`src/bpu_consts.svh`:
```
`ifndef BPU_CONSTS_SVH
`define BPU_CONSTS_SVH

// datapath width
`define XLEN        32

// bimodal counter table, index is pc[9:1]
`define BIM_IDX_W   9
`define BIM_IDX_LO  1

// branch target buffer, index pc[9:2], tag pc[31:10]
`define BTB_IDX_W   8
`define BTB_IDX_LO  2
`define BTB_TAG_W   22
`define BTB_TAG_LO  10

// return stack, pointer has one extra bit to reach "full"
`define RAS_DEPTH   32
`define RAS_PTR_W   6

// rv32 control opcodes
`define OPC_BRANCH  7'b1100011
`define OPC_JAL     7'b1101111
`define OPC_JALR    7'b1100111

`endif

```
`src/bpu_pkg.sv`:
```
`default_nettype none

`include "bpu_consts.svh"

package bpu_pkg;

    // pc or instruction word
    typedef logic [`XLEN-1:0] addr_t;

    // 2-bit saturating counter, msb set means taken
    typedef logic [1:0] counter_t;

    // btb line, 1 + 22 + 32 bits
    typedef struct packed {
        logic                  valid;
        logic [`BTB_TAG_W-1:0] tag;
        addr_t                 target;
    } btb_entry_t;

endpackage

`default_nettype wire

```
`src/pred_table.sv`:
```
`timescale 1ns/10ps
`default_nettype none

module pred_table #(
    parameter type    entry_t   = logic [1:0],
    parameter int     IDX_W     = 9,
    parameter entry_t RESET_VAL = '0
) (
    input  wire logic             clk,
    input  wire logic             rst,
    input  wire logic [IDX_W-1:0] rd_idx_i,
    output entry_t                rd_data_o,
    input  wire logic [IDX_W-1:0] rd2_idx_i,
    output entry_t                rd2_data_o,
    input  wire logic             wr_en_i,
    input  wire logic [IDX_W-1:0] wr_idx_i,
    input  entry_t                wr_data_i
);

    entry_t mem [2**IDX_W];

    // both read ports are asynchronous
    assign rd_data_o  = mem[rd_idx_i];
    assign rd2_data_o = mem[rd2_idx_i];

    always_ff @(posedge clk or posedge rst) begin
        if (rst) begin
            for (int i = 0; i < 2**IDX_W; i++) begin
                mem[i] <= RESET_VAL;
            end
        end else if (wr_en_i) begin
            mem[wr_idx_i] <= wr_data_i;
        end
    end

endmodule

`default_nettype wire

```
`src/bimodal_predictor.sv`:
```
`timescale 1ns/10ps
`default_nettype none

`include "bpu_consts.svh"

module bimodal_predictor (
    input  wire logic           clk,
    input  wire logic           rst,
    input  bpu_pkg::addr_t      fetch_pc_i,
    output logic                pred_taken_o,
    input  wire logic           ex_valid_i,
    input  bpu_pkg::addr_t      ex_pc_i,
    input  wire logic           ex_taken_i
);

    logic [`BIM_IDX_W-1:0] fetch_idx;
    logic [`BIM_IDX_W-1:0] ex_idx;
    bpu_pkg::counter_t     fetch_cnt;
    bpu_pkg::counter_t     ex_cnt;    // current value at the resolved pc
    bpu_pkg::counter_t     ex_cnt_nxt;

    assign fetch_idx = fetch_pc_i[`BIM_IDX_LO +: `BIM_IDX_W];
    assign ex_idx    = ex_pc_i[`BIM_IDX_LO +: `BIM_IDX_W];

    // saturating step, clamp at 0 and 3
    always_comb begin
        ex_cnt_nxt = ex_cnt;
        if (ex_taken_i) begin
            if (ex_cnt != 2'd3) ex_cnt_nxt = ex_cnt + 2'd1;
        end else begin
            if (ex_cnt != 2'd0) ex_cnt_nxt = ex_cnt - 2'd1;
        end
    end

    pred_table #(
        .entry_t   (bpu_pkg::counter_t),
        .IDX_W     (`BIM_IDX_W),
        .RESET_VAL (bpu_pkg::counter_t'(2'd1))   // weakly not taken
    ) u_cnt_table (
        .clk        (clk),
        .rst        (rst),
        .rd_idx_i   (fetch_idx),
        .rd_data_o  (fetch_cnt),
        .rd2_idx_i  (ex_idx),
        .rd2_data_o (ex_cnt),
        .wr_en_i    (ex_valid_i),
        .wr_idx_i   (ex_idx),
        .wr_data_i  (ex_cnt_nxt)
    );

    assign pred_taken_o = fetch_cnt[1];

endmodule

`default_nettype wire

```
`config.mk`:
```
export PLATFORM = sky130hd
export DESIGN_NAME = bimodal_predictor
export DESIGN_NICKNAME = d
export VERILOG_FILES = /design/src/bpu_pkg.sv /design/src/pred_table.sv /design/src/bimodal_predictor.sv
export VERILOG_INCLUDE_DIRS = /design/src
export SDC_FILE = /design/constraint.sdc
export NUM_CORES = 2
export LEC_CHECK = 0
export ABC_AREA = 0
export BUFFER_PORTS_ARGS = -buffer_cell sky130_fd_sc_hd__buf_2
export CELL_PAD_IN_SITES_DETAIL_PLACEMENT = 1
export CELL_PAD_IN_SITES_GLOBAL_PLACEMENT = 2
export CORE_ASPECT_RATIO = 1.2
export CORE_MARGIN = 5
export CORE_UTILIZATION = 46
export DETAILED_ROUTE_END_ITERATION = 10
export GPL_TIMING_DRIVEN = 0
export PLACE_DENSITY_LB_ADDON = 0.3
export SLEW_MARGIN = 20
export SYNTH_ARGS = -nofsm -noshare
export SYNTH_HDL_FRONTEND = slang
export SYNTH_SLANG_ARGS = --single-unit
export TNS_END_PERCENT = 5
```
`constraint.sdc`:
```
create_clock -name clk -period 55.9 [get_ports clk]
set_clock_uncertainty 0.05 [all_clocks]
set_input_delay 5.59 -clock clk [delete_from_list [all_inputs] [get_ports clk]]
set_output_delay 5.59 -clock clk [all_outputs]
set_load 0.005 [all_outputs]
```
==> run_summary.xml <==
<?xml version="1.0" encoding="UTF-8"?>
<metrics>
  <group name="drt">
    <metric name="top_layer_used" unit="">met5</metric>
    <metric name="wirelength_met1" unit="um">89170</metric>
    <metric name="drt_drc_violations_left" unit="">0</metric>
    <metric name="dr_total_vias" unit="">44550</metric>
    <metric name="drt_first_iter_violations" unit="">5426</metric>
    <metric name="routed_wl" unit="um">246800</metric>
    <metric name="final_ant_viol_nets" unit="">0</metric>
    <metric name="met2RoutedLength" unit="um">104500</metric>
    <metric name="met3RoutedLength" unit="um">24980</metric>
    <metric name="detailedRoute.firstPassIterationCount" unit="">5</metric>
    <metric name="routed_via_density" unit="">6.604</metric>
    <metric name="wire_per_inst" unit="um">36.59</metric>
  </group>
  <group name="placed_design">
    <metric name="globalplace.congestion" unit="">1.041</metric>
    <metric name="placedInstanceArea" unit="sq um">54180</metric>
    <metric name="io_buffer_count" unit="">13</metric>
    <metric name="place_worst_setup_slack" unit="ns">40.66</metric>
    <metric name="detailedPlacementHpwl" unit="um">173300</metric>
  </group>
  <group name="die">
    <metric name="die-height" unit="um">375.6</metric>
    <metric name="die_width" unit="um">314.7</metric>
    <metric name="floorplan.die_area" unit="sq um">118200</metric>
    <metric name="pin_count" unit="">69</metric>
    <metric name="floorplan.core_area" unit="sq um">111000</metric>
    <metric name="initial_core_util" unit="">0.4617</metric>
    <metric name="fp-row-count" unit="">134</metric>
  </group>
  <group name="synth">
    <metric name="post_synth_instance_area" unit="sq um">51240</metric>
    <metric name="synth_top_area_share" unit="">0.2625</metric>
    <metric name="synth.avg_cell_area" unit="sq um">10.27</metric>
    <metric name="synth.largest_area_cell" unit="">dfstp_2</metric>
    <metric name="synth-warning-count" unit="">0</metric>
    <metric name="postSynthCellCount" unit="">4990</metric>
    <metric name="synth_enable_flop_cells" unit="">0</metric>
    <metric name="ys_ff_latch" unit="">1024</metric>
    <metric name="cell_types_with_the_largest_area_share_after_synthesis" unit="">dfstp_2 (26%), dfrtp_1 (25%), mux4_2 (13%)</metric>
    <metric name="postSynthNetCount" unit="">5058</metric>
    <metric name="synth.cells.most_frequent" unit="">nand2_1 (1,608), o21ai_1 (1,024), dfrtp_1 (512), dfstp_2 (512), mux4_2 (301)</metric>
    <metric name="asyncSetResetFlopFracSynth" unit="">1.000</metric>
    <metric name="yosysSeqAreaShare" unit="">0.5126</metric>
    <metric name="synthMostInstantiatedCell" unit="">nand2_1</metric>
    <metric name="synth_cell_types" unit="">58</metric>
    <metric name="yosys_most_used_dff" unit="">dfstp_2</metric>
  </group>
  <group name="worst_setup_path">
    <metric name="worst-setup-path-type" unit="">input pin to primary output</metric>
    <metric name="crit_required" unit="ns">50.26</metric>
    <metric name="critical_path_end_type" unit="">primary output</metric>
    <metric name="timing.critical_path.arrival" unit="ns">9.86</metric>
    <metric name="critical_path_peak_fanout" unit="">10</metric>
    <metric name="critical_path_startpoint_category" unit="">input pin</metric>
  </group>
  <group name="layout">
    <metric name="seq_area" unit="sq um">26270</metric>
    <metric name="top_regs" unit="">u_cnt_table.mem x1024</metric>
    <metric name="final_area" unit="sq um">57870</metric>
    <metric name="final_util" unit="">0.5214</metric>
    <metric name="number_of_fill_cells_in_the_layout" unit="">12200</metric>
    <metric name="multi_input_area" unit="sq um">23210</metric>
    <metric name="largest_reg_flops" unit="">1024</metric>
    <metric name="design.final.nets" unit="">5216</metric>
    <metric name="top_register" unit="">u_cnt_table.mem</metric>
    <metric name="syn2layout_area_growth" unit="%">12.93</metric>
    <metric name="ratio_of_cells_with_drive_above_1_in_the_final_layout" unit="">0.2515</metric>
  </group>
  <group name="timing">
    <metric name="grt_setup_unrepaired" unit="">false</metric>
    <metric name="fmaxAchievable" unit="MHz">64.53</metric>
    <metric name="finalWorstSetupSlack" unit="ns">40.40</metric>
    <metric name="worst-slew-pin-transition" unit="ns">1.306</metric>
    <metric name="headroom_to_the_max_slew_limit" unit="">0.1292</metric>
    <metric name="final.period_utilization" unit="">0.2772</metric>
    <metric name="final_hold_viol_count" unit="">0</metric>
    <metric name="finalSetupTns" unit="ns">0</metric>
    <metric name="timing.final.crit_period" unit="ns">15.50</metric>
    <metric name="setup_viol" unit="">0</metric>
    <metric name="slew_violations" unit="">0</metric>
  </group>
  <group name="job">
    <metric name="timing.max_cap.violations" unit="">0</metric>
  </group>
  <group name="worst_hold_path">
    <metric name="min-delay-path-class" unit="">flop to flop</metric>
  </group>
  <group name="global_routing">
    <metric name="wire_length_of_the_first_global_routing_pass" unit="um">343000</metric>
    <metric name="grt_pass1_vias" unit="">45110</metric>
    <metric name="antenna_found_initial" unit="">11</metric>
    <metric name="grt_usage" unit="">0.4135</metric>
    <metric name="grt_start_max_net_pins" unit="">107</metric>
    <metric name="global_route.overflow_total" unit="">0</metric>
  </group>
  <group name="clock_network">
    <metric name="cts_hold_buffers" unit="">0</metric>
    <metric name="tritoncts" unit="">yes</metric>
    <metric name="worst_skew_pair.late_latency" unit="ns">0.77</metric>
    <metric name="cts_setup_buffers" unit="">0</metric>
    <metric name="cts-root-buf" unit="">clkbuf_16</metric>
    <metric name="clockBufferDepth" unit="">3</metric>
    <metric name="htreeDepth" unit="">3</metric>
    <metric name="cts_repair_resize_count" unit="">0</metric>
    <metric name="clkSlewWorstSetupHoldPaths" unit="ns">0.06</metric>
    <metric name="clkSinkCount" unit="">1024</metric>
    <metric name="cts_buffers" unit="">110</metric>
  </group>
  <group name="power_and_ir_drop">
    <metric name="power" unit="mW">1.815</metric>
    <metric name="power_density" unit="nW/um^2">31.37</metric>
    <metric name="ir_worst_vdd" unit="V">0.00002528</metric>
    <metric name="power.static_leakage" unit="nW">22.93</metric>
  </group>
  <group name="outcome">
    <metric name="run_status" unit="">finished, final reports clean</metric>
  </group>
</metrics>
-- metrics by stage --
stage / hold slack, ns / cells
after global routing: 0.4221 / 6741
after detailed placement: 0.4048 / 6532
after global placement: 0.3988 / 6499
after CTS: 0.4133 / 6741
final: 0.4104 / 6746
after floorplan: 0.3914 / 4990
-- cells in the final DEF, fill, tap and decap left out, types with 32 or more instances in the layout --
master,instances
a22oi_1,117
clkbuf_1,110
dfrtp_1,512
buf_4,59
nor2_1,64
mux4_2,301
mux2i_1,262
o21ai_1,1024
clkbuf_2,91
a21oi_1,32
dfstp_2,512
clkbuf_16,112
nand2_1,1608
nand3_1,42
buf_2,114
-- metal layers --
| metal | vias to the layer above | track usage |
|---|---|---|
| li1 | 18100 | - |
| met1 | 22900 | 0.5071 |
| met2 | 2578 | 0.6030 |
| met3 | 969 | 0.1087 |
| met4 | 4 | 0.3614 |
| met5 | - | 0 |
-- worst paths after layout --
kind / to / cells past startpoint / start / slack, ns
max: pred_taken_o / 10 / fetch_pc_i[2] / 40.40
min: u_cnt_table.mem[922] / 2 / u_cnt_table.mem[922] / 0.41
max reg2reg: u_cnt_table.mem[389] / 11 / u_cnt_table.mem[735] / 50.35
min reg2reg: u_cnt_table.mem[922] / 2 / u_cnt_table.mem[922] / 0.41
max in group asynchronous: u_cnt_table.mem[274] / 5 / rst / 49.03
min in group asynchronous: u_cnt_table.mem[817] / 2 / rst / 4.80
-- cells by family (layout without fill, tap and decap cells) --
logic type | count (synthesis) | after routing | synth area share
AND/OR/NAND/NOR | 1795 | 1795 | 0.1364
flip-flops | 1024 | 1024 | 0.5126
adder cells (fa/ha/maj) | 2 | 2 | 0.0004151
multiplexers | 570 | 570 | 0.1850
other | 0 | 5 | 0
AO/OA/AOI/OAI | 1246 | 1246 | 0.1309
buffers and inverters | 353 | 608 | 0.03479
-- worst max-delay path, stage by stage --
cell,delay (ns)
clkbuf_2,0.58
buf_2,0.75
clkbuf_2,0.79
mux4_2,0.50
mux4_2,0.54
mux4_2,0.54
nand3_1,0.12
o2111ai_1,0.11
o21a_1,0.16
buf_2,0.15
-- cell type report --
cell class,instances,share of cell area
plain buffers,349,0.03295
well taps,1496,0.03235
inverters,4,0.0003892
flip-flops and latches,1024,0.4539
diodes,5,0.0002162
clock buffers,172,0.05665
repair buffers,46,0.01568
clock inverters,37,0.006767
multi-input cells,3613,0.4011
-- where the power goes --
group / switching (mW) / internal (mW) / leakage (nW)
clock: 0.331 / 0.434 / 1.82
combinational: 0.180 / 0.0682 / 8.72
sequential: 0.0199 / 0.782 / 12.4
No activity file was read; power rests on OpenSTA's default activity.
