$ cat src/bpu_consts.svh
`ifndef BPU_CONSTS_SVH
`define BPU_CONSTS_SVH

// datapath width
`define XLEN        32

// bimodal counter table, index is pc[9:1]
`define BIM_IDX_W   9
`define BIM_IDX_LO  1

// branch target buffer, index pc[9:2], tag pc[31:10]
`define BTB_IDX_W   8
`define BTB_IDX_LO  2
`define BTB_TAG_W   22
`define BTB_TAG_LO  10

// return stack, pointer has one extra bit to reach "full"
`define RAS_DEPTH   32
`define RAS_PTR_W   6

// rv32 control opcodes
`define OPC_BRANCH  7'b1100011
`define OPC_JAL     7'b1101111
`define OPC_JALR    7'b1100111

`endif

$ cat src/bpu_pkg.sv
`default_nettype none

`include "bpu_consts.svh"

package bpu_pkg;

    // pc or instruction word
    typedef logic [`XLEN-1:0] addr_t;

    // 2-bit saturating counter, msb set means taken
    typedef logic [1:0] counter_t;

    // btb line, 1 + 22 + 32 bits
    typedef struct packed {
        logic                  valid;
        logic [`BTB_TAG_W-1:0] tag;
        addr_t                 target;
    } btb_entry_t;

endpackage

`default_nettype wire

$ cat src/return_stack.sv
`timescale 1ns/10ps
`default_nettype none

`include "bpu_consts.svh"

module return_stack (
    input  wire logic           clk,
    input  wire logic           rst,
    input  wire logic           push_valid_i,
    input  bpu_pkg::addr_t      push_addr_i,
    input  wire logic           ex_valid_i,
    input  wire logic           ex_taken_i,
    input  bpu_pkg::addr_t      ex_inst_i,
    output logic                empty_o,
    output bpu_pkg::addr_t      top_o
);

    localparam int SLOT_W = `RAS_PTR_W - 1;

    bpu_pkg::addr_t         stack_q [`RAS_DEPTH];
    logic [`RAS_PTR_W-1:0]  sp_q;        // next free slot
    logic [`RAS_PTR_W-1:0]  sp_popped;
    logic [SLOT_W-1:0]      top_slot;
    logic                   pop_req;
    logic                   do_pop;
    logic                   do_push;

    // resolved taken jalr through ra
    assign pop_req = ex_valid_i && ex_taken_i
                     && (ex_inst_i[6:0] == `OPC_JALR)
                     && (ex_inst_i[19:15] == 5'd1);

    assign empty_o = (sp_q == '0);
    assign do_pop  = pop_req && !empty_o;   // pop on empty is dropped

    // pop first, push lands on the resulting pointer
    assign sp_popped = do_pop ? sp_q - 1'b1 : sp_q;
    assign do_push   = push_valid_i && (sp_popped != `RAS_PTR_W'(`RAS_DEPTH));

    always_ff @(posedge clk or posedge rst) begin
        if (rst) begin
            sp_q <= '0;
        end else begin
            sp_q <= do_push ? sp_popped + 1'b1 : sp_popped;
        end
    end

    always_ff @(posedge clk) begin
        if (do_push) begin
            stack_q[sp_popped[SLOT_W-1:0]] <= push_addr_i;
        end
    end

    // wraps to slot 31 when empty, ignored by the selector then
    assign top_slot = sp_q[SLOT_W-1:0] - 1'b1;
    assign top_o    = stack_q[top_slot];

endmodule

`default_nettype wire

$ cat config.mk
export PLATFORM = sky130hd
export DESIGN_NAME = return_stack
export DESIGN_NICKNAME = d
export VERILOG_FILES = /design/src/bpu_pkg.sv /design/src/return_stack.sv
export VERILOG_INCLUDE_DIRS = /design/src
export SDC_FILE = /design/constraint.sdc
export NUM_CORES = 1
export LEC_CHECK = 0
export BUFFER_PORTS_ARGS = -buffer_cell sky130_fd_sc_hd__buf_4
export CORE_ASPECT_RATIO = 0.75
export CORE_MARGIN = 2
export CORE_UTILIZATION = 30
export DETAILED_ROUTE_END_ITERATION = 8
export GPL_ROUTABILITY_DRIVEN = 0
export MAX_ROUTING_LAYER = met4
export PLACE_DENSITY_LB_ADDON = 0.25
export SETUP_SLACK_MARGIN = 0.05
export SLEW_MARGIN = 20
export SYNTH_ARGS = -nofsm -noshare
export SYNTH_HDL_FRONTEND = slang
export SYNTH_SLANG_ARGS = --single-unit
$ cat constraint.sdc
create_clock -name clk -period 7.55 [get_ports clk]
set_input_delay 1.51 -clock clk [delete_from_list [all_inputs] [get_ports clk]]
set_output_delay 1.51 -clock clk [all_outputs]
set_load 0.02 [all_outputs]
==> flow_summary.yaml, run 1 <==
routing:
  drcViolationCount: 0
  drt-wirelength-per-cell_um: 28.6
  ant_nets: 0
  wirelength_um: 104000
  vias: 17900
  dr.pass1.iters: 5
  drt_iter0_drc: 1627
  vias_per_cell: 4.92
clocking:
  cts_tree: "built"
  htreeDepth: 3
  cts_hold_buf: 0
  clk_transition_reported_paths_ns: 0.06
  cts_buffers: 98
  cts_sinks: 1030
  cts-root-buf: "clkbuf_16"
  clk_latency_ns: 0.69
  clk_path_buf_depth: 3
  cts_repair_resize_count: 0
  post_cts_buffers: 0
synthesis:
  synth_top_cell_by_area: "edfxtp_1"
  ys_seq_area_frac: 0.780
  ys_types: 45
  synth_area_sq_mm: 0.0396
  async_reset_ff_frac: 0.00583
  synth-seq-cells: 1030
  synthTopCellsByArea: "edfxtp_1 (78%), mux4_2 (18%), nand2_1 (0.97%), buf_2 (0.45%), clkbuf_1 (0.39%)"
  yosys.area.top_type_share: 0.776
  synth_edf_count: 1024
  syn_avg_cell_area_sq_um: 24.1
  syn_inst: 1645
  synth_nets: 1719
  synth_warnings: 0
  synth_ff_type: "edfxtp_1"
floorplanning:
  pin_count: 102
  core_area_sq_mm: 0.131
  die_w_um: 424
  rows: 115
  start_util: 0.302
  die-area_sq_mm: 0.135
  dieHeight_um: 319
sta:
  tightestPinTransition_ns: 1.13
  rsz0062_at_grt: "false"
  holdWs_ns: 0.663
  fmax_ghz: 0.174
  clock_skew_ns: 0.0189
  min_period_ns: 5.76
  slew_headroom: 0.247
  slew_violations: 0
  hold_viol_final: 0
  setup_viol: 0
  finalCritPeriodShare: 0.763
  fin_setup_tns_ns: 0
pwr:
  p_leak_nw: 14.3
  vdd_ir_drop_max_mv: 0.506
  powerDensity_mw_per_mm2: 430
grt:
  grt_pass1_vias: 18700
  grt_pass1_wl_um: 146000
  antenna_found_initial: 1
  grt.total_usage: 0.159
  overflow: 0
  grt_max_degree: 97
min_path:
  worstHoldPathCells: 2
  hold_path_class: "reg2reg"
flow_run:
  drv_cap: 0
worst_setup_path:
  reg2reg_depth: 10
  cp_slowest_stage_delay_ns: 0.65
  start_kind: "register"
  arrival_ns: 4.25
  worst-setup-path-type: "reg2out"
  cp-end-kind: "primary output"
  crit_slowest_cell: "buf_12"
  crit_fanout: 96
  cp_num_buf_inv: 3
  crit_family: "buffers and inverters"
  path_cells: "buf_12, buf_12, mux4_2, mux4_2, nand2_1, nand2_1, buf_4"
  crit_cells: 7
  crit_required_ns: 6.04
layout:
  drive_gt1_frac: 0.348
  syn2layout_area_growth_pct: 16.8
  nNetsFinal: 1876
placed_design:
  port_buffers: 81
  dp_hpwl_um: 53600
status:
  status: "complete, no violations"
## tightest hold or removal path, cell delays in order (launching register included)
cell and delay, ns:
dfrtp_1 0.41, xor2_1 0.10, xnor2_1 0.12
## per-stage QoR
step | cells | utilization | power [mW] | cell area, sq um | worst slack [ns]
global route | 3640 | 0.353 | 20.8 | 46300 | 1.50
CTS | 3635 | 0.352 | 20.3 | 46200 | 1.68
global placement | 3450 | 0.327 | 15.1 | 42800 | 2.07
detailed placement | 3453 | 0.327 | 15.2 | 42900 | 2.04
finish | 3640 | 0.353 | 19.9 | 46300 | 1.79
floorplan | 1645 | - | 11.9 | 39600 | 1.93
## layout by cell type, fill, tap and decap left out, types with 7 or more instances in the layout
cell type,Yosys,final
buf_4,0,122
clkinv_1,0,24
clkbuf_1,41,13
nand2_1,102,102
buf_12,0,10
clkbuf_16,0,100
inv_1,8,8
nand3_1,7,7
nor2_4,0,25
xnor2_1,9,8
bufinv_16,0,14
edfxtp_1,1024,1024
mux4_2,320,320
clkinv_2,0,19
## metal layers
metal  part of all wire  up-vias  wire length (um)  track usage
met1               0.44     9871             46100        0.216
met2               0.49      517             51000        0.252
met4              0.020        0              2130       0.0388
met3              0.048      136              4970       0.0246
met5                  0        -                 0            -
li1                   -     7371                 -            -
## path summary, 6_finish.rpt
| check | startpoint | to | slack [ns] |
|---|---|---|---|
| hold reg to reg | sp_q[5] | sp_q[5] | 0.66 |
| setup / recovery | sp_q[0] | top_o[7] | 1.79 |
| hold / removal | sp_q[5] | sp_q[5] | 0.66 |
| min in group asynchronous | rst | sp_q[0] | 0.77 |
| setup reg to reg | sp_q[0] | stack_q[30][1] | 3.06 |
| max in group asynchronous | rst | sp_q[0] | 6.54 |
## final cells by class
cell class              instances  area (sq um)
fillers                     12000         84800
well taps                    1755          2200
multi-input cells             525          8610
repair buffers                138          1260
inverters                       9          33.8
diodes                          1          2.50
clock buffers                 113          2550
clock inverters                69           739
flip-flops and latches       1030         30900
## Yosys cell counts, types with 3 or more instances
master	count
dfrtp_1	6
xnor2_1	9
nor3_1	7
mux4_2	320
o21ai_0	4
xor2_1	3
ha_1	5
clkbuf_1	41
and4_2	3
nor2_1	31
buf_2	36
buf_1	3
nand3_1	7
edfxtp_1	1024
and4_1	3
nand2_1	102
inv_1	8
## kinds of logic after synthesis
logic type      Yosys count  share of synthesized area
flops                  1030                      0.780
buf+inv                  90                    0.00985
fa+ha+maj                 5                    0.00158
xor+xnor                 13                    0.00306
compound gates           16                    0.00335
mux                     324                      0.183
simple gates            167                     0.0189
## registers in the layout, summed over array words and instances (netlist names)
signal,cells
sp_q,6
stack_q,1024
## report_power, final
part,switching (mW),leakage [nW],internal [mW]
logic,4.57,3.40,3.49
clock network,2.16,1.60,2.91
registers,0.107,9.30,6.68
total,6.84,14.3,13.1
No activity file was read; power rests on OpenSTA's default activity.
==> inputs of run 2 (changes only) <==
==> constraint.sdc (replaced) <==
create_clock -name clk -period 5.6 [get_ports clk]
set_input_delay 1.12 -clock clk [delete_from_list [all_inputs] [get_ports clk]]
set_output_delay 1.12 -clock clk [all_outputs]
set_load 0.02 [all_outputs]
==> flow_summary.yaml, run 2 (same netlist as run 1, synthesis figures left out) <==
status:
  status: "complete, no violations"
worst_setup_path:
  cp-end-kind: "primary output"
  crit_slowest_cell: "xor2_4"
  crit_fanout: 18
  arrival_ns: 3.93
  crit_required_ns: 4.48
  worst-setup-path-type: "reg2out"
  crit_family: "simple AND/OR/NAND/NOR gates"
  start_kind: "register"
  cp_num_buf_inv: 3
  path_cells: "inv_1, ha_4, nand2b_1, nor2_1, xor2_4, buf_12, nand2_1, nand2_1, buf_4"
  cp_slowest_stage_delay_ns: 0.81
  critPathMostFrequentCell: "nand2_1"
grt:
  overflow: 0
  grt.total_usage: 0.155
  grt_pass1_wl_um: 144000
  grt_pass1_vias: 18900
  grt_max_degree: 98
  antenna_found_initial: 1
layout:
  final_util: 0.353
  layout_common_cells: "edfxtp_1 (1024), mux4_2 (320), buf_4 (107)"
  fill_cells: 11900
  largest_reg_flops: 1024
  nNetsFinal: 1876
  layout_commonest_cell: "edfxtp_1"
  drive_gt1_frac: 0.345
  syn2layout_area_growth_pct: 16.9
routing:
  ant_nets: 0
  vias: 18000
  drcViolationCount: 0
  vias_per_cell: 4.95
  drt_iter0_drc: 1981
  drt-wirelength-per-cell_um: 28.1
  wirelength_um: 102000
  dr.pass1.iters: 5
sta:
  min_period_ns: 5.05
  finalCritPeriodShare: 0.901
  slew_headroom: 0.269
  hold_viol_final: 0
  fmax_ghz: 0.198
  clock_skew_ns: 0.0351
  slew_violations: 0
  fin_setup_tns_ns: 0
  tightestPinTransition_ns: 1.09
  rsz0062_at_grt: "false"
  setup_viol: 0
clocking:
  post_cts_buffers: 0
  cts_repair_resize_count: 0
  cts_tree: "built"
  clk_latency_ns: 0.72
  cts-root-buf: "clkbuf_16"
  cts_buffers: 96
  cts_hold_buf: 0
  clk_transition_reported_paths_ns: 0.06
  clk_path_buf_depth: 3
  cts_sinks: 1030
  htreeDepth: 3
pwr:
  p_leak_nw: 14.3
  vdd_ir_drop_max_mv: 0.413
  powerDensity_mw_per_mm2: 572
floorplanning:
  die_w_um: 424
  pin_count: 102
  rows: 115
  die-area_sq_mm: 0.135
  start_util: 0.302
  core_area_sq_mm: 0.131
  dieHeight_um: 319
flow_run:
  drv_cap: 0
min_path:
  hold_path_class: "in2async"
placed_design:
  dp_hpwl_um: 54100
  port_buffers: 81
==> run 2: cell count changes in the layout (fill, tap and decap cells not counted), sizes merged <==
cell	delta
buf	+2
clkinvlp	-2
clkbuf	+5
bufinv	-5
inv	+2
clkinv	-4
==> run 2: metal layers <==
layer | GRT usage | wire, um | up-vias | share of wire
li1 | - | - | 7379 | -
met1 | 0.225 | 48200 | 10000 | 0.47
met2 | 0.233 | 47700 | 461 | 0.47
met3 | 0.0238 | 4760 | 130 | 0.046
met4 | 0.0318 | 1760 | 0 | 0.017
met5 | - | 0 | - | 0
==> run 2: path summary, 6_finish.rpt <==
kind,slack [ns],start,endpoint,depth (start not counted)
min in group clk,0.71,sp_q[5],sp_q[5],2
max reg2reg,1.34,sp_q[0],stack_q[30][9],9
min,0.39,rst,sp_q[4],2
max in group asynchronous,4.94,rst,sp_q[0],2
max,0.55,sp_q[0],top_o[4],9
min reg2reg,0.71,sp_q[5],sp_q[5],2
==> run 2: final cells by class <==
class / instances / area, sq um / share of cell area
sequential: 1030 / 30900 / 0.667
multi-input combinational: 525 / 8610 / 0.186
clock buffer: 118 / 2510 / 0.0541
tap: 1755 / 2200 / 0.0474
timing repair buffer: 140 / 1460 / 0.0316
clock inverter: 60 / 607 / 0.0131
inverter: 9 / 33.8 / 0.000729
antenna: 1 / 2.50 / 0.0000540
==> run 2: metrics by stage <==
stage          cell area, sq um  setup WS [ns]  hold slack, ns  power [mW]  std cells
6_report                  46300          0.552           0.389        26.5       3638
5_1_grt                   46300          0.337           0.355        27.8       3638
4_1_cts                   46300          0.387           0.339        27.1       3637
3_5_place_dp              43200          0.985           0.673        20.6       3459
3_3_place_gp              43200           1.02           0.671        20.5       3459
2_1_floorplan             39600          0.301           0.602        16.1       1645
==> run 2: worst reg2reg max path, stage by stage (launching register included) <==
cell and delay, ns:
dfrtp_4 0.65, inv_1 0.17, ha_4 0.24, nand2b_1 0.10
nor2_1 0.37, xnor2_2 0.39, a2bb2oi_2 0.63, nand3_1 0.46
nor2_4 0.18, buf_4 0.66
==> run 2: where the power goes <==
part / leakage, nW / switching [mW] / internal (mW)
combinational: 3.45 / 5.97 / 4.81
clock: 1.52 / 2.92 / 3.63
sequential: 9.30 / 0.179 / 9.00
total: 14.3 / 9.06 / 17.4
