## src/bpu_consts.svh

```systemverilog
`ifndef BPU_CONSTS_SVH
`define BPU_CONSTS_SVH

// datapath width
`define XLEN        32

// bimodal counter table, index is pc[9:1]
`define BIM_IDX_W   9
`define BIM_IDX_LO  1

// branch target buffer, index pc[9:2], tag pc[31:10]
`define BTB_IDX_W   8
`define BTB_IDX_LO  2
`define BTB_TAG_W   22
`define BTB_TAG_LO  10

// return stack, pointer has one extra bit to reach "full"
`define RAS_DEPTH   32
`define RAS_PTR_W   6

// rv32 control opcodes
`define OPC_BRANCH  7'b1100011
`define OPC_JAL     7'b1101111
`define OPC_JALR    7'b1100111

`endif

```

## src/bpu_pkg.sv

```systemverilog
`default_nettype none

`include "bpu_consts.svh"

package bpu_pkg;

    // pc or instruction word
    typedef logic [`XLEN-1:0] addr_t;

    // 2-bit saturating counter, msb set means taken
    typedef logic [1:0] counter_t;

    // btb line, 1 + 22 + 32 bits
    typedef struct packed {
        logic                  valid;
        logic [`BTB_TAG_W-1:0] tag;
        addr_t                 target;
    } btb_entry_t;

endpackage

`default_nettype wire

```

## src/predict_select.sv

```systemverilog
`timescale 1ns/10ps
`default_nettype none

`include "bpu_consts.svh"

module predict_select (
    input  bpu_pkg::addr_t      fetch_pc_i,
    input  bpu_pkg::addr_t      fetch_inst_i,
    output bpu_pkg::addr_t      lookup_pc_o,
    input  wire logic           bim_taken_i,
    input  wire logic           btb_hit_i,
    input  bpu_pkg::addr_t      btb_target_i,
    input  wire logic           ras_empty_i,
    input  bpu_pkg::addr_t      ras_top_i,
    output logic                is_ctrl_o,
    output logic                pred_taken_o,
    output bpu_pkg::addr_t      pred_pc_o
);

    logic [6:0]     opcode;
    logic [4:0]     rd;
    logic [4:0]     rs1;
    logic           is_branch;
    logic           is_jal;
    logic           is_jalr;
    logic           is_ret;
    bpu_pkg::addr_t b_imm;
    bpu_pkg::addr_t j_imm;
    bpu_pkg::addr_t pc_plus4;

    assign lookup_pc_o = fetch_pc_i;  // tables are indexed by the fetch pc

    assign opcode = fetch_inst_i[6:0];
    assign rd     = fetch_inst_i[11:7];
    assign rs1    = fetch_inst_i[19:15];

    assign is_branch = (opcode == `OPC_BRANCH);
    assign is_jal    = (opcode == `OPC_JAL);
    assign is_jalr   = (opcode == `OPC_JALR);

    // jalr x0, 0(ra) or 0(t0)
    assign is_ret = is_jalr && (rd == 5'd0)
                    && ((rs1 == 5'd1) || (rs1 == 5'd5))
                    && (fetch_inst_i[31:20] == 12'd0);

    assign b_imm = {{20{fetch_inst_i[31]}}, fetch_inst_i[7], fetch_inst_i[30:25],
                    fetch_inst_i[11:8], 1'b0};
    assign j_imm = {{12{fetch_inst_i[31]}}, fetch_inst_i[19:12], fetch_inst_i[20],
                    fetch_inst_i[30:21], 1'b0};

    assign pc_plus4 = fetch_pc_i + 32'd4;

    always_comb begin
        is_ctrl_o    = is_branch | is_jal | is_jalr;
        pred_taken_o = 1'b0;
        pred_pc_o    = pc_plus4;   // fall-through default

        if (is_ret) begin
            if (!ras_empty_i) begin
                pred_taken_o = 1'b1;
                pred_pc_o    = ras_top_i;
            end
        end else if (is_jal) begin
            pred_taken_o = 1'b1;
            pred_pc_o    = btb_hit_i ? btb_target_i : fetch_pc_i + j_imm;
        end else if (is_branch || is_jalr) begin
            pred_taken_o = bim_taken_i;
            if (bim_taken_i) begin
                if (btb_hit_i) begin
                    pred_pc_o = btb_target_i;
                end else if (is_branch) begin
                    pred_pc_o = fetch_pc_i + b_imm;
                end
                // jalr without btb hit has no target, keeps pc+4
            end
        end
    end

endmodule

`default_nettype wire

```

## config.mk

```make
export PLATFORM = sky130hd
export DESIGN_NAME = predict_select
export DESIGN_NICKNAME = d
export VERILOG_FILES = /design/src/bpu_pkg.sv /design/src/predict_select.sv
export VERILOG_INCLUDE_DIRS = /design/src
export SDC_FILE = /design/constraint.sdc
export NUM_CORES = 1
export LEC_CHECK = 0
export BUFFER_PORTS_ARGS = -buffer_cell sky130_fd_sc_hd__buf_2
export CORE_AREA = 2 2 113 115
export DETAILED_ROUTE_END_ITERATION = 6
export DIE_AREA = 0 0 115 117
export PLACE_DENSITY = 0.73
export SYNTH_ARGS = -nofsm -noshare
export SYNTH_HDL_FRONTEND = slang
export SYNTH_SLANG_ARGS = --single-unit
```

## constraint.sdc

```tcl
create_clock -name vclk -period 3.5
set_clock_uncertainty 0.15 [all_clocks]
set_input_delay 0.175 -clock vclk [all_inputs]
set_output_delay 0.175 -clock vclk [all_outputs]
set_load 0.03 [all_outputs]
```

==> out/metrics.cfg, run 1 <==
[floorplanning]
placeableCoreArea_um2=12300
die_width_um=115
dieHeight_um=117
pin_count=197
start_util_pct=43.8
placement_rows=41
die-area_um2=13500

[critical_path]
worst_path_max_delay_cell=sky130_fd_sc_hd__fa_1
slowest_delay_ns=0.40
worstSetupStartpointType=input port
worst_path_top_cell_family_by_delay=compound AO/OA/AOI/OAI gates
crit_path_max_fanout=4
cp.buffers_inverters=3
endpoint_kind=output port
critical_path_depth=14
timing_worst_setup_path_type=input port to output port
worst-endpoint-arrival_ns=3.00
timing.critical_path.cells=buf_2, ha_2, inv_1, fa_1, nand2b_4, a211o_1, a31oi_4, nor4_4, nor3_2, mux2_1, a221oi_2, o221ai_1, o21ai_1, clkbuf_4
worst_ep_required_time_ns=3.17

[place]
post-dp-hpwl_um=18700
placed_cell_area_um2=6570
buffer_ports.inserted=197
gp_congestion=1.07
dpl_worst_slack_ns=0.109

[drt]
detail_route.vias_per_cell=6.48
drt-pass1-iter-count=7
ant_nets=0
num_vias=7421
wire_per_inst_um=20.3
routed_wirelength_um=23300
first_iter_violations=921
dr_drc_count=7

[timing]
clock.fmax_ghz=0.301
maxSlewViolCount=0
hold_viol=0
setup_slack_ns=0.176
period_share_pct=95.0
grt_setup_unrepaired=true
fin_hold_ws_ns=0.473
worst-slew-pin-transition_ns=1.00
slew_headroom_pct=33.0
setup_violations=0
final_period_demand_of_the_worst_path_ns=3.32

[synthesis]
share_of_yosys_cell_area_claimed_by_the_top_area_cell_type_pct=10.2
netlist_area_before_placement_um2=5400
yosys.area.top_type=sky130_fd_sc_hd__ha_1
synth_adder_area_share_pct=10.9
synth_top_cells_by_area=sky130_fd_sc_hd__ha_1 (10%), sky130_fd_sc_hd__a21oi_1 (8.1%), sky130_fd_sc_hd__xor2_1 (6.3%), sky130_fd_sc_hd__o21ai_0 (5.8%), sky130_fd_sc_hd__nand2_1 (5.7%)
synth_sequential_area_ratio_pct=0
main_combinational_cell_family_by_area_after_synthesis=compound AO/OA/AOI/OAI gates
yosys_warnings=0
synth_compound_gate_area_share_pct=41.2
synth_area_in_simple_gates_pct=25.7
synthTopCellsByCount=sky130_fd_sc_hd__a21oi_1 (87), sky130_fd_sc_hd__nand2_1 (82), sky130_fd_sc_hd__nor2_1 (66), sky130_fd_sc_hd__o21ai_0 (63), sky130_fd_sc_hd__ha_1 (44)
yosys-mux-area-fraction_pct=2.64
post_synthesis_share_of_cell_area_spent_on_xor_and_xnor_gates_pct=10.2
synth_area_per_cell_um2=6.56
synthesis.instances=822
synth_cell_types=82
synth.net_count=999
post-synth-top-count-cell=sky130_fd_sc_hd__a21oi_1

[final_layout]
post_route_cells_drive_above_1_share_pct=29.5
area_used_by_multi_input_combinational_logic_um2=4960
numSequentialCells=0
final_design_area_no_fill_um2=6630
nClkBuffers=0
layout.area.seq_um2=0
utilization_pct=53.9
finalNetCount=1175
area_growth_pct=22.9
fillers=1301
total_inserted_antenna_cells=0

[power_and_ir_drop]
total_leakage_power_nw=2.96
power.density_nw_per_um2=157
power.total_mw=1.04
vdd_ir_drop_max_mv=0.0950

[clocking]
cts.hold.buffers_added=0

[global_routing]
number_of_antenna_violations_at_the_first_check_in_global_routing=0
grt_overflow=0
first_global_vias=6606
globalRouteTotalUtil_pct=32.9
grt_start_max_net_pins=28
grt_pass1_wl_um=35100

[worst_hold_path]
hold_path_depth=2
hold_path.class=input port to output port

[job]
cap_violations=0

[run_status]
outcome=finished, violations left
violations=design-rule violations

-- placed cells by master, fill, tap and decap left out, types with 8 or more instances in the layout --
| master | instances |
|---|---|
| sky130_fd_sc_hd__nor3_1 | 19 |
| sky130_fd_sc_hd__nand2_1 | 82 |
| sky130_fd_sc_hd__a31oi_1 | 8 |
| sky130_fd_sc_hd__o22ai_1 | 11 |
| sky130_fd_sc_hd__a211o_1 | 9 |
| sky130_fd_sc_hd__a21oi_1 | 87 |
| sky130_fd_sc_hd__o31ai_1 | 9 |
| sky130_fd_sc_hd__a21o_1 | 21 |
| sky130_fd_sc_hd__xnor2_1 | 24 |
| sky130_fd_sc_hd__nand4_1 | 14 |
| sky130_fd_sc_hd__o211ai_1 | 13 |
| sky130_fd_sc_hd__o21ai_0 | 60 |
| sky130_fd_sc_hd__mux2i_1 | 12 |
| sky130_fd_sc_hd__a211oi_1 | 13 |
| sky130_fd_sc_hd__nand3_1 | 28 |
| sky130_fd_sc_hd__o221ai_1 | 13 |
| sky130_fd_sc_hd__ha_1 | 41 |
| sky130_fd_sc_hd__xor2_1 | 39 |
| sky130_fd_sc_hd__nor2_1 | 66 |
| sky130_fd_sc_hd__o21ai_1 | 13 |
| sky130_fd_sc_hd__buf_2 | 193 |
| sky130_fd_sc_hd__buf_4 | 59 |
| sky130_fd_sc_hd__inv_1 | 12 |
-- kinds of logic after synthesis --
group,Yosys count
xor gates and xnor gates,63
adders and majority gates,46
buffers and inverters,95
AOI/OAI and AO/OA,329
and+or+nand+nor,275
muxes,14
-- report_power, final --
| group | switching [mW] | leakage [nW] | total, mW | internal, mW |
|---|---|---|---|---|
| Clock | 0 | 0 | 0 | 0 |
| Combinational | 0.635 | 2.96 | 1.04 | 0.403 |
| Sequential | 0 | 0 | 0 | 0 |
-- metrics by stage --
step / setup TNS, ns / cells
finish: 0 / 1146
global route: -0.0262 / 1146
CTS: 0 / 1145
detailed placement: 0 / 1145
global placement: 0 / 1145
floorplan: 0 / 822
-- worst paths after layout --
check | startpoint | endpoint | slack (ns)
max | fetch_pc_i[1] | pred_pc_o[25] | 0.18
min | fetch_pc_i[0] | lookup_pc_o[0] | 0.47
-- what timing repair did --
| item | 4_1_cts | 5_1_grt |
|---|---|---|
| setup endpoints to repair | 0 | 14 |
| buffers inserted | 0 | 1 |
| resized for setup | 0 | 16 |
-- area by class of cell --
cell class                 count  area share (%)
inverter                      14           0.793
timing repair buffer         255            21.6
tap                          150            2.83
multi-input combinational    727            74.8
-- routing by layer --
layer,GRT usage (%),vias up,part of all wire [%]
li1,-,3464,-
met2,53.2,490,44
met5,0,-,0
met1,44.2,3403,41
met3,7.31,64,12
met4,9.16,0,3.2
(Power assumes the default switching activity.)
==> run 2: changes to the inputs <==
--- a/config.mk
+++ b/config.mk
@@ -7,9 +7,9 @@
 export NUM_CORES = 1
 export LEC_CHECK = 0
 export BUFFER_PORTS_ARGS = -buffer_cell sky130_fd_sc_hd__buf_2
-export CORE_AREA = 2 2 113 115
+export CORE_AREA = 2 2 130 100
 export DETAILED_ROUTE_END_ITERATION = 6
-export DIE_AREA = 0 0 115 117
+export DIE_AREA = 0 0 132 102
 export PLACE_DENSITY = 0.73
 export SYNTH_ARGS = -nofsm -noshare
 export SYNTH_HDL_FRONTEND = slang
==> out/metrics.cfg, run 2 (synthesis gave the netlist of run 1 again) <==
[run_status]
outcome=completed

[critical_path]
worst_path_max_delay_cell=sky130_fd_sc_hd__fa_1
slowest_delay_ns=0.39  ; about the same
timing.critical_path.cells=buf_2, ha_1, inv_1, fa_1, nand2b_1, a211o_1, a31oi_4, nor4_4, nor3_2, mux2_1, a221oi_2, o221ai_1, o21ai_1, clkbuf_4
worstSetupStartpointType=input port
timing_worst_setup_path_type=input port to output port
endpoint_kind=output port
worst_ep_required_time_ns=3.17  ; about the same
worst-endpoint-arrival_ns=3.06  ; +0.06 ns
crit_path_max_fanout=4  ; unchanged

[final_layout]
nClkBuffers=0  ; unchanged
post_route_cells_drive_above_1_share_pct=29.5  ; -0.030 points
commonest_cells_after_routing_fill_and_taps_aside=sky130_fd_sc_hd__buf_2 (194), sky130_fd_sc_hd__a21oi_1 (85), sky130_fd_sc_hd__nand2_1 (82)
mostFrequentLayoutCell=sky130_fd_sc_hd__buf_2
numSequentialCells=0  ; unchanged
stdcell_count=1163  ; +1.5%
finalNetCount=1176  ; +0.085%
area_growth_pct=23.5
final_design_area_no_fill_um2=6660  ; +0.51%
layout.area.seq_um2=0  ; unchanged
total_inserted_antenna_cells=0  ; unchanged

[place]
placed_cell_area_um2=6610  ; +0.53%
buffer_ports.inserted=197  ; unchanged
post-dp-hpwl_um=19400  ; +3.9%
gp_congestion=1.01  ; -5.4%
dp_cells=1163  ; +1.6%

[drt]
detail_route.vias_per_cell=6.44  ; -0.60%
dr_drc_count=0  ; -7
drt-pass1-iter-count=6  ; -1
wire_per_inst_um=20.8  ; +2.4%
first_iter_violations=931  ; +1.1%
routed_wirelength_um=24200  ; +3.9%
ant_nets=0  ; unchanged
num_vias=7486  ; +0.88%

[job]
cap_violations=0  ; unchanged

[power_and_ir_drop]
seq_power_share_pct=0  ; unchanged
power.share.clock_pct=0  ; unchanged
power.switching_fraction_pct=61.4  ; +0.30 points
internal_power_mw=0.409  ; +1.4%
switching_power_mw=0.652  ; +2.7%
total_leakage_power_nw=2.97  ; +0.31%
power.density_nw_per_um2=159  ; +1.6%
vdd_ir_drop_max_mv=0.0757  ; -20%
combPwrFrac_pct=100.0  ; about the same

[timing]
final_period_demand_of_the_worst_path_ns=3.39  ; +0.0612 ns
period_share_pct=96.7  ; +1.7 points
worst-slew-pin-transition_ns=0.991  ; -0.00999 ns
grt_setup_unrepaired=true
clock.fmax_ghz=0.295  ; -1.8%
setup_violations=0  ; unchanged
maxSlewViolCount=0  ; unchanged
slew_headroom_pct=33.7  ; +0.67 points
hold_viol=0  ; unchanged

[floorplanning]
dieHeight_um=102  ; -13%
placement_rows=35  ; -15%
die-area_um2=13500  ; about the same
start_util_pct=44.5  ; +0.66 points
pin_count=197  ; unchanged
placeableCoreArea_um2=12100  ; -1.5%
die_width_um=132  ; +15%

[global_routing]
globalRouteTotalUtil_pct=34.1  ; +1.1 points
grt_pass1_wl_um=36400  ; +3.5%
grt_overflow=0  ; unchanged
first_global_vias=6447  ; -2.4%
grt_start_max_net_pins=32  ; +14%
number_of_antenna_violations_at_the_first_check_in_global_routing=0  ; unchanged

[worst_hold_path]
hold_path.class=input port to output port

## run 2: path summary, 6_finish.rpt
path | start | endpoint | slack [ns] | cells after the start
setup / recovery | fetch_pc_i[1] | pred_pc_o[25] | 0.11 | 14
hold / removal | fetch_pc_i[0] | lookup_pc_o[0] | 0.47 | 2
## run 2: critical path: cells and delay by family
| kind | cells | cell delay [ns] |
|---|---|---|
| mux | 1 | 0.37 |
| buf+inv | 3 | 0.36 |
| fa+ha+maj | 2 | 0.60 |
| compound gates | 5 | 0.97 |
| simple gates | 3 | 0.59 |
## run 2: metrics by stage
stage / total power, mW / TNS, ns / setup WS [ns] / utilization, % / hold WS (ns)
5_1_grt: 1.14 / -0.0383 / -0.0144 / 54.9 / 0.482
2_1_floorplan: 0.684 / 0 / 0.230 / - / 0.332
3_3_place_gp: 1.01 / 0 / 0.0968 / 54.5 / 0.477
4_1_cts: 1.02 / 0 / 0.00650 / 54.5 / 0.476
3_5_place_dp: 1.01 / 0 / 0.0390 / 54.5 / 0.475
6_report: 1.06 / 0 / 0.114 / 54.9 / 0.475
## run 2: cell type report
class / count / area [µm²]
Tap cell: 166 / 208
Fill cell: 1263 / 5470
Inverter: 14 / 52.6
Multi-Input combinational cell: 727 / 4960
Timing Repair Buffer: 256 / 1440
## run 2: power by group through the flow
stage                     Sequential, mW  Clock, mW  Combinational (mW)
after floorplan                        0          0               0.684
after global placement                 0          0                1.01
after detailed placement               0          0                1.01
after CTS                              0          0                1.02
after global routing                   0          0                1.14
final                                  0          0                1.06
## run 2: what timing repair did
action	in CTS	in global routing
endpoints found under the setup margin	0	13
setup buffers	0	0
hold buffers	0	0
resized for setup	0	15
## run 2: metal layers
| metal | track usage, % | up-vias | part of all wire [%] |
|---|---|---|---|
| met5 | 0 | - | 0 |
| met4 | 6.69 | 0 | 2.3 |
| met3 | 9.08 | 45 | 14 |
| met2 | 49.5 | 543 | 39 |
| met1 | 50.1 | 3414 | 45 |
| li1 | - | 3484 | - |
==> run 3: changes to the inputs <==
--- a/config.mk
+++ b/config.mk
@@ -7,10 +7,11 @@
 export NUM_CORES = 1
 export LEC_CHECK = 0
 export BUFFER_PORTS_ARGS = -buffer_cell sky130_fd_sc_hd__buf_2
-export CORE_AREA = 2 2 130 100
+export CORE_AREA = 5 5 116 118
 export DETAILED_ROUTE_END_ITERATION = 6
-export DIE_AREA = 0 0 132 102
+export DIE_AREA = 0 0 121 123
 export PLACE_DENSITY = 0.73
 export SYNTH_ARGS = -nofsm -noshare
 export SYNTH_HDL_FRONTEND = slang
 export SYNTH_SLANG_ARGS = --single-unit
+export TNS_END_PERCENT = 100
==> out/metrics.cfg, run 3 (synthesis gave the netlist of run 1 again) <==
[run_status]
outcome=completed

[power_and_ir_drop]
power.total_mw=1.05  ; -0.95%
power.density_nw_per_um2=157  ; -1.5%
vdd_ir_drop_max_mv=0.0811  ; +7.2%
total_leakage_power_nw=3.00  ; +1.1%

[global_routing]
grt_overflow=0  ; unchanged
grt_start_max_net_pins=32  ; unchanged
number_of_antenna_violations_at_the_first_check_in_global_routing=0  ; unchanged
grt_pass1_wl_um=36200  ; -0.38%
globalRouteTotalUtil_pct=30.1  ; -3.9 points
first_global_vias=6668  ; +3.4%

[drt]
routed-wl-met2_um=10600  ; +12%
wl_met3_um=2730  ; -17%
ant_nets=0  ; unchanged
drt-pass1-iter-count=6  ; unchanged
dr_drc_count=0  ; unchanged
routed_wirelength_um=24100  ; -0.31%
first_iter_violations=912  ; -2.0%
num_vias=7446  ; -0.53%
wire_per_inst_um=20.5  ; -1.5%
m1WireLength_um=9990  ; -7.9%
detail_route.vias_per_cell=6.33  ; -1.7%
highest-signal-layer=met4

[timing]
maxSlewViolCount=0  ; unchanged
worst-slew-pin-transition_ns=0.890  ; -0.101 ns
grt_setup_unrepaired=true
period_share_pct=97.4  ; +0.72 points
clock.fmax_ghz=0.293  ; -0.74%
slew_headroom_pct=40.4  ; +6.8 points
fin_hold_ws_ns=0.471  ; -0.00340 ns
setup_violations=0  ; unchanged
final_period_demand_of_the_worst_path_ns=3.41  ; +0.0251 ns
hold_viol=0  ; unchanged

[critical_path]
endpoint_kind=output port
timing_worst_setup_path_type=input port to output port
worst_path_max_delay_cell=sky130_fd_sc_hd__ha_1
worstSetupStartpointType=input port
timing.critical_path.cells=buf_2, ha_1, a2111oi_0, o21ai_1, a41oi_1, o41ai_2, a21oi_2, o21ai_1, nand4_1, o31ai_1, o31ai_1, buf_4, buf_2
crit_path_max_fanout=9  ; +5
worst_ep_required_time_ns=3.17  ; about the same
critical_path_depth=13  ; -1
worst_path_top_cell_family_by_delay=compound AO/OA/AOI/OAI gates
worst-endpoint-arrival_ns=3.09  ; +0.03 ns
slowest_delay_ns=0.42  ; +0.03 ns
cp.buffers_inverters=3  ; unchanged

[place]
post-dp-hpwl_um=19400  ; about the same
gp_congestion=1.01  ; about the same
buffer_ports.inserted=197  ; unchanged

[floorplanning]
dieHeight_um=123  ; +21%
placement_rows=41  ; +17%
pin_count=197  ; unchanged
start_util_pct=43.6  ; -0.84 points
placeableCoreArea_um2=12400  ; +1.9%
die-area_um2=14900  ; +11%
die_width_um=121  ; -8.3%

[worst_hold_path]
hold_path_depth=2  ; unchanged
hold_path.class=input port to output port
whs_endpoint=lookup_pc_o[0]
hold_path_startpoint=fetch_pc_i[0]

[final_layout]
area_growth_pct=24.2
total_inserted_antenna_cells=0  ; unchanged
layout.area.seq_um2=0  ; unchanged
utilization_pct=54.2  ; -0.72 points
finalNetCount=1184  ; +0.68%
nClkBuffers=0  ; unchanged
mostFrequentLayoutCell=sky130_fd_sc_hd__buf_2
area_used_by_multi_input_combinational_logic_um2=4940  ; -0.40%
post_route_cells_drive_above_1_share_pct=29.9  ; +0.36 points
fillers=1302  ; +3.1%
numSequentialCells=0  ; unchanged
commonest_cells_after_routing_fill_and_taps_aside=sky130_fd_sc_hd__buf_2 (196), sky130_fd_sc_hd__a21oi_1 (87), sky130_fd_sc_hd__nand2_1 (82)

[clocking]
cts.hold.buffers_added=0  ; unchanged

[job]
cap_violations=0  ; unchanged

==> run 3: cell types whose count changed in the layout (fill, tap and decap cells not counted), moves of 2 or more <==
cell                      delta
sky130_fd_sc_hd__a21oi_1     +2
sky130_fd_sc_hd__a21oi_2     -2
sky130_fd_sc_hd__buf_2       +2
sky130_fd_sc_hd__buf_4       +7
sky130_fd_sc_hd__o31ai_2     +2
==> run 3: per-stage QoR <==
| step | cells | setup WS (ns) | instance area, µm² | TNS (ns) |
|---|---|---|---|---|
| 2_1_floorplan | 822 | 0.230 | 5400 | 0 |
| 3_3_place_gp | 1174 | 0.144 | 6650 | 0 |
| 3_5_place_dp | 1174 | 0.121 | 6650 | 0 |
| 4_1_cts | 1174 | 0.106 | 6650 | 0 |
| 5_1_grt | 1177 | -0.0278 | 6700 | -0.0278 |
| 6_report | 1177 | 0.0893 | 6700 | 0 |
==> run 3: worst max path at each step <==
stage | from | to | slack, ns
2_1_floorplan | fetch_pc_i[1] | pred_pc_o[21] | 0.23
3_3_place_gp | fetch_pc_i[1] | pred_pc_o[25] | 0.14
3_5_place_dp | fetch_pc_i[1] | pred_pc_o[25] | 0.12
4_1_cts | fetch_pc_i[1] | pred_pc_o[25] | 0.11
5_1_grt | fetch_pc_i[1] | pred_pc_o[25] | -0.03
6_report | fetch_pc_i[7] | pred_pc_o[26] | 0.09
==> run 3: timing repair <==
| item | CTS | global route |
|---|---|---|
| hold endpoints to repair | 0 | 0 |
| setup endpoints to repair | 0 | 7 |
| resized for setup | 0 | 7 |
| buffers inserted | 0 | 3 |
==> run 3: area by class of cell <==
type | instances | share of cell area, %
repair buffers | 264 | 22.3
multi-input cells | 727 | 73.8
well taps | 172 | 3.21
inverters | 14 | 0.784
==> run 3: routing by layer <==
| metal | GRT usage [%] | up-vias |
|---|---|---|
| met1 | 42.4 | 3435 |
| li1 | - | 3480 |
| met4 | 8.64 | 0 |
| met5 | 0 | - |
| met3 | 4.03 | 59 |
| met2 | 48.1 | 472 |
==> run 3: report_power, final <==
group	leakage, nW	internal [mW]	switching (mW)	total (mW)
logic	3.00	0.410	0.641	1.05
registers	0	0	0	0
clock network	0	0	0	0
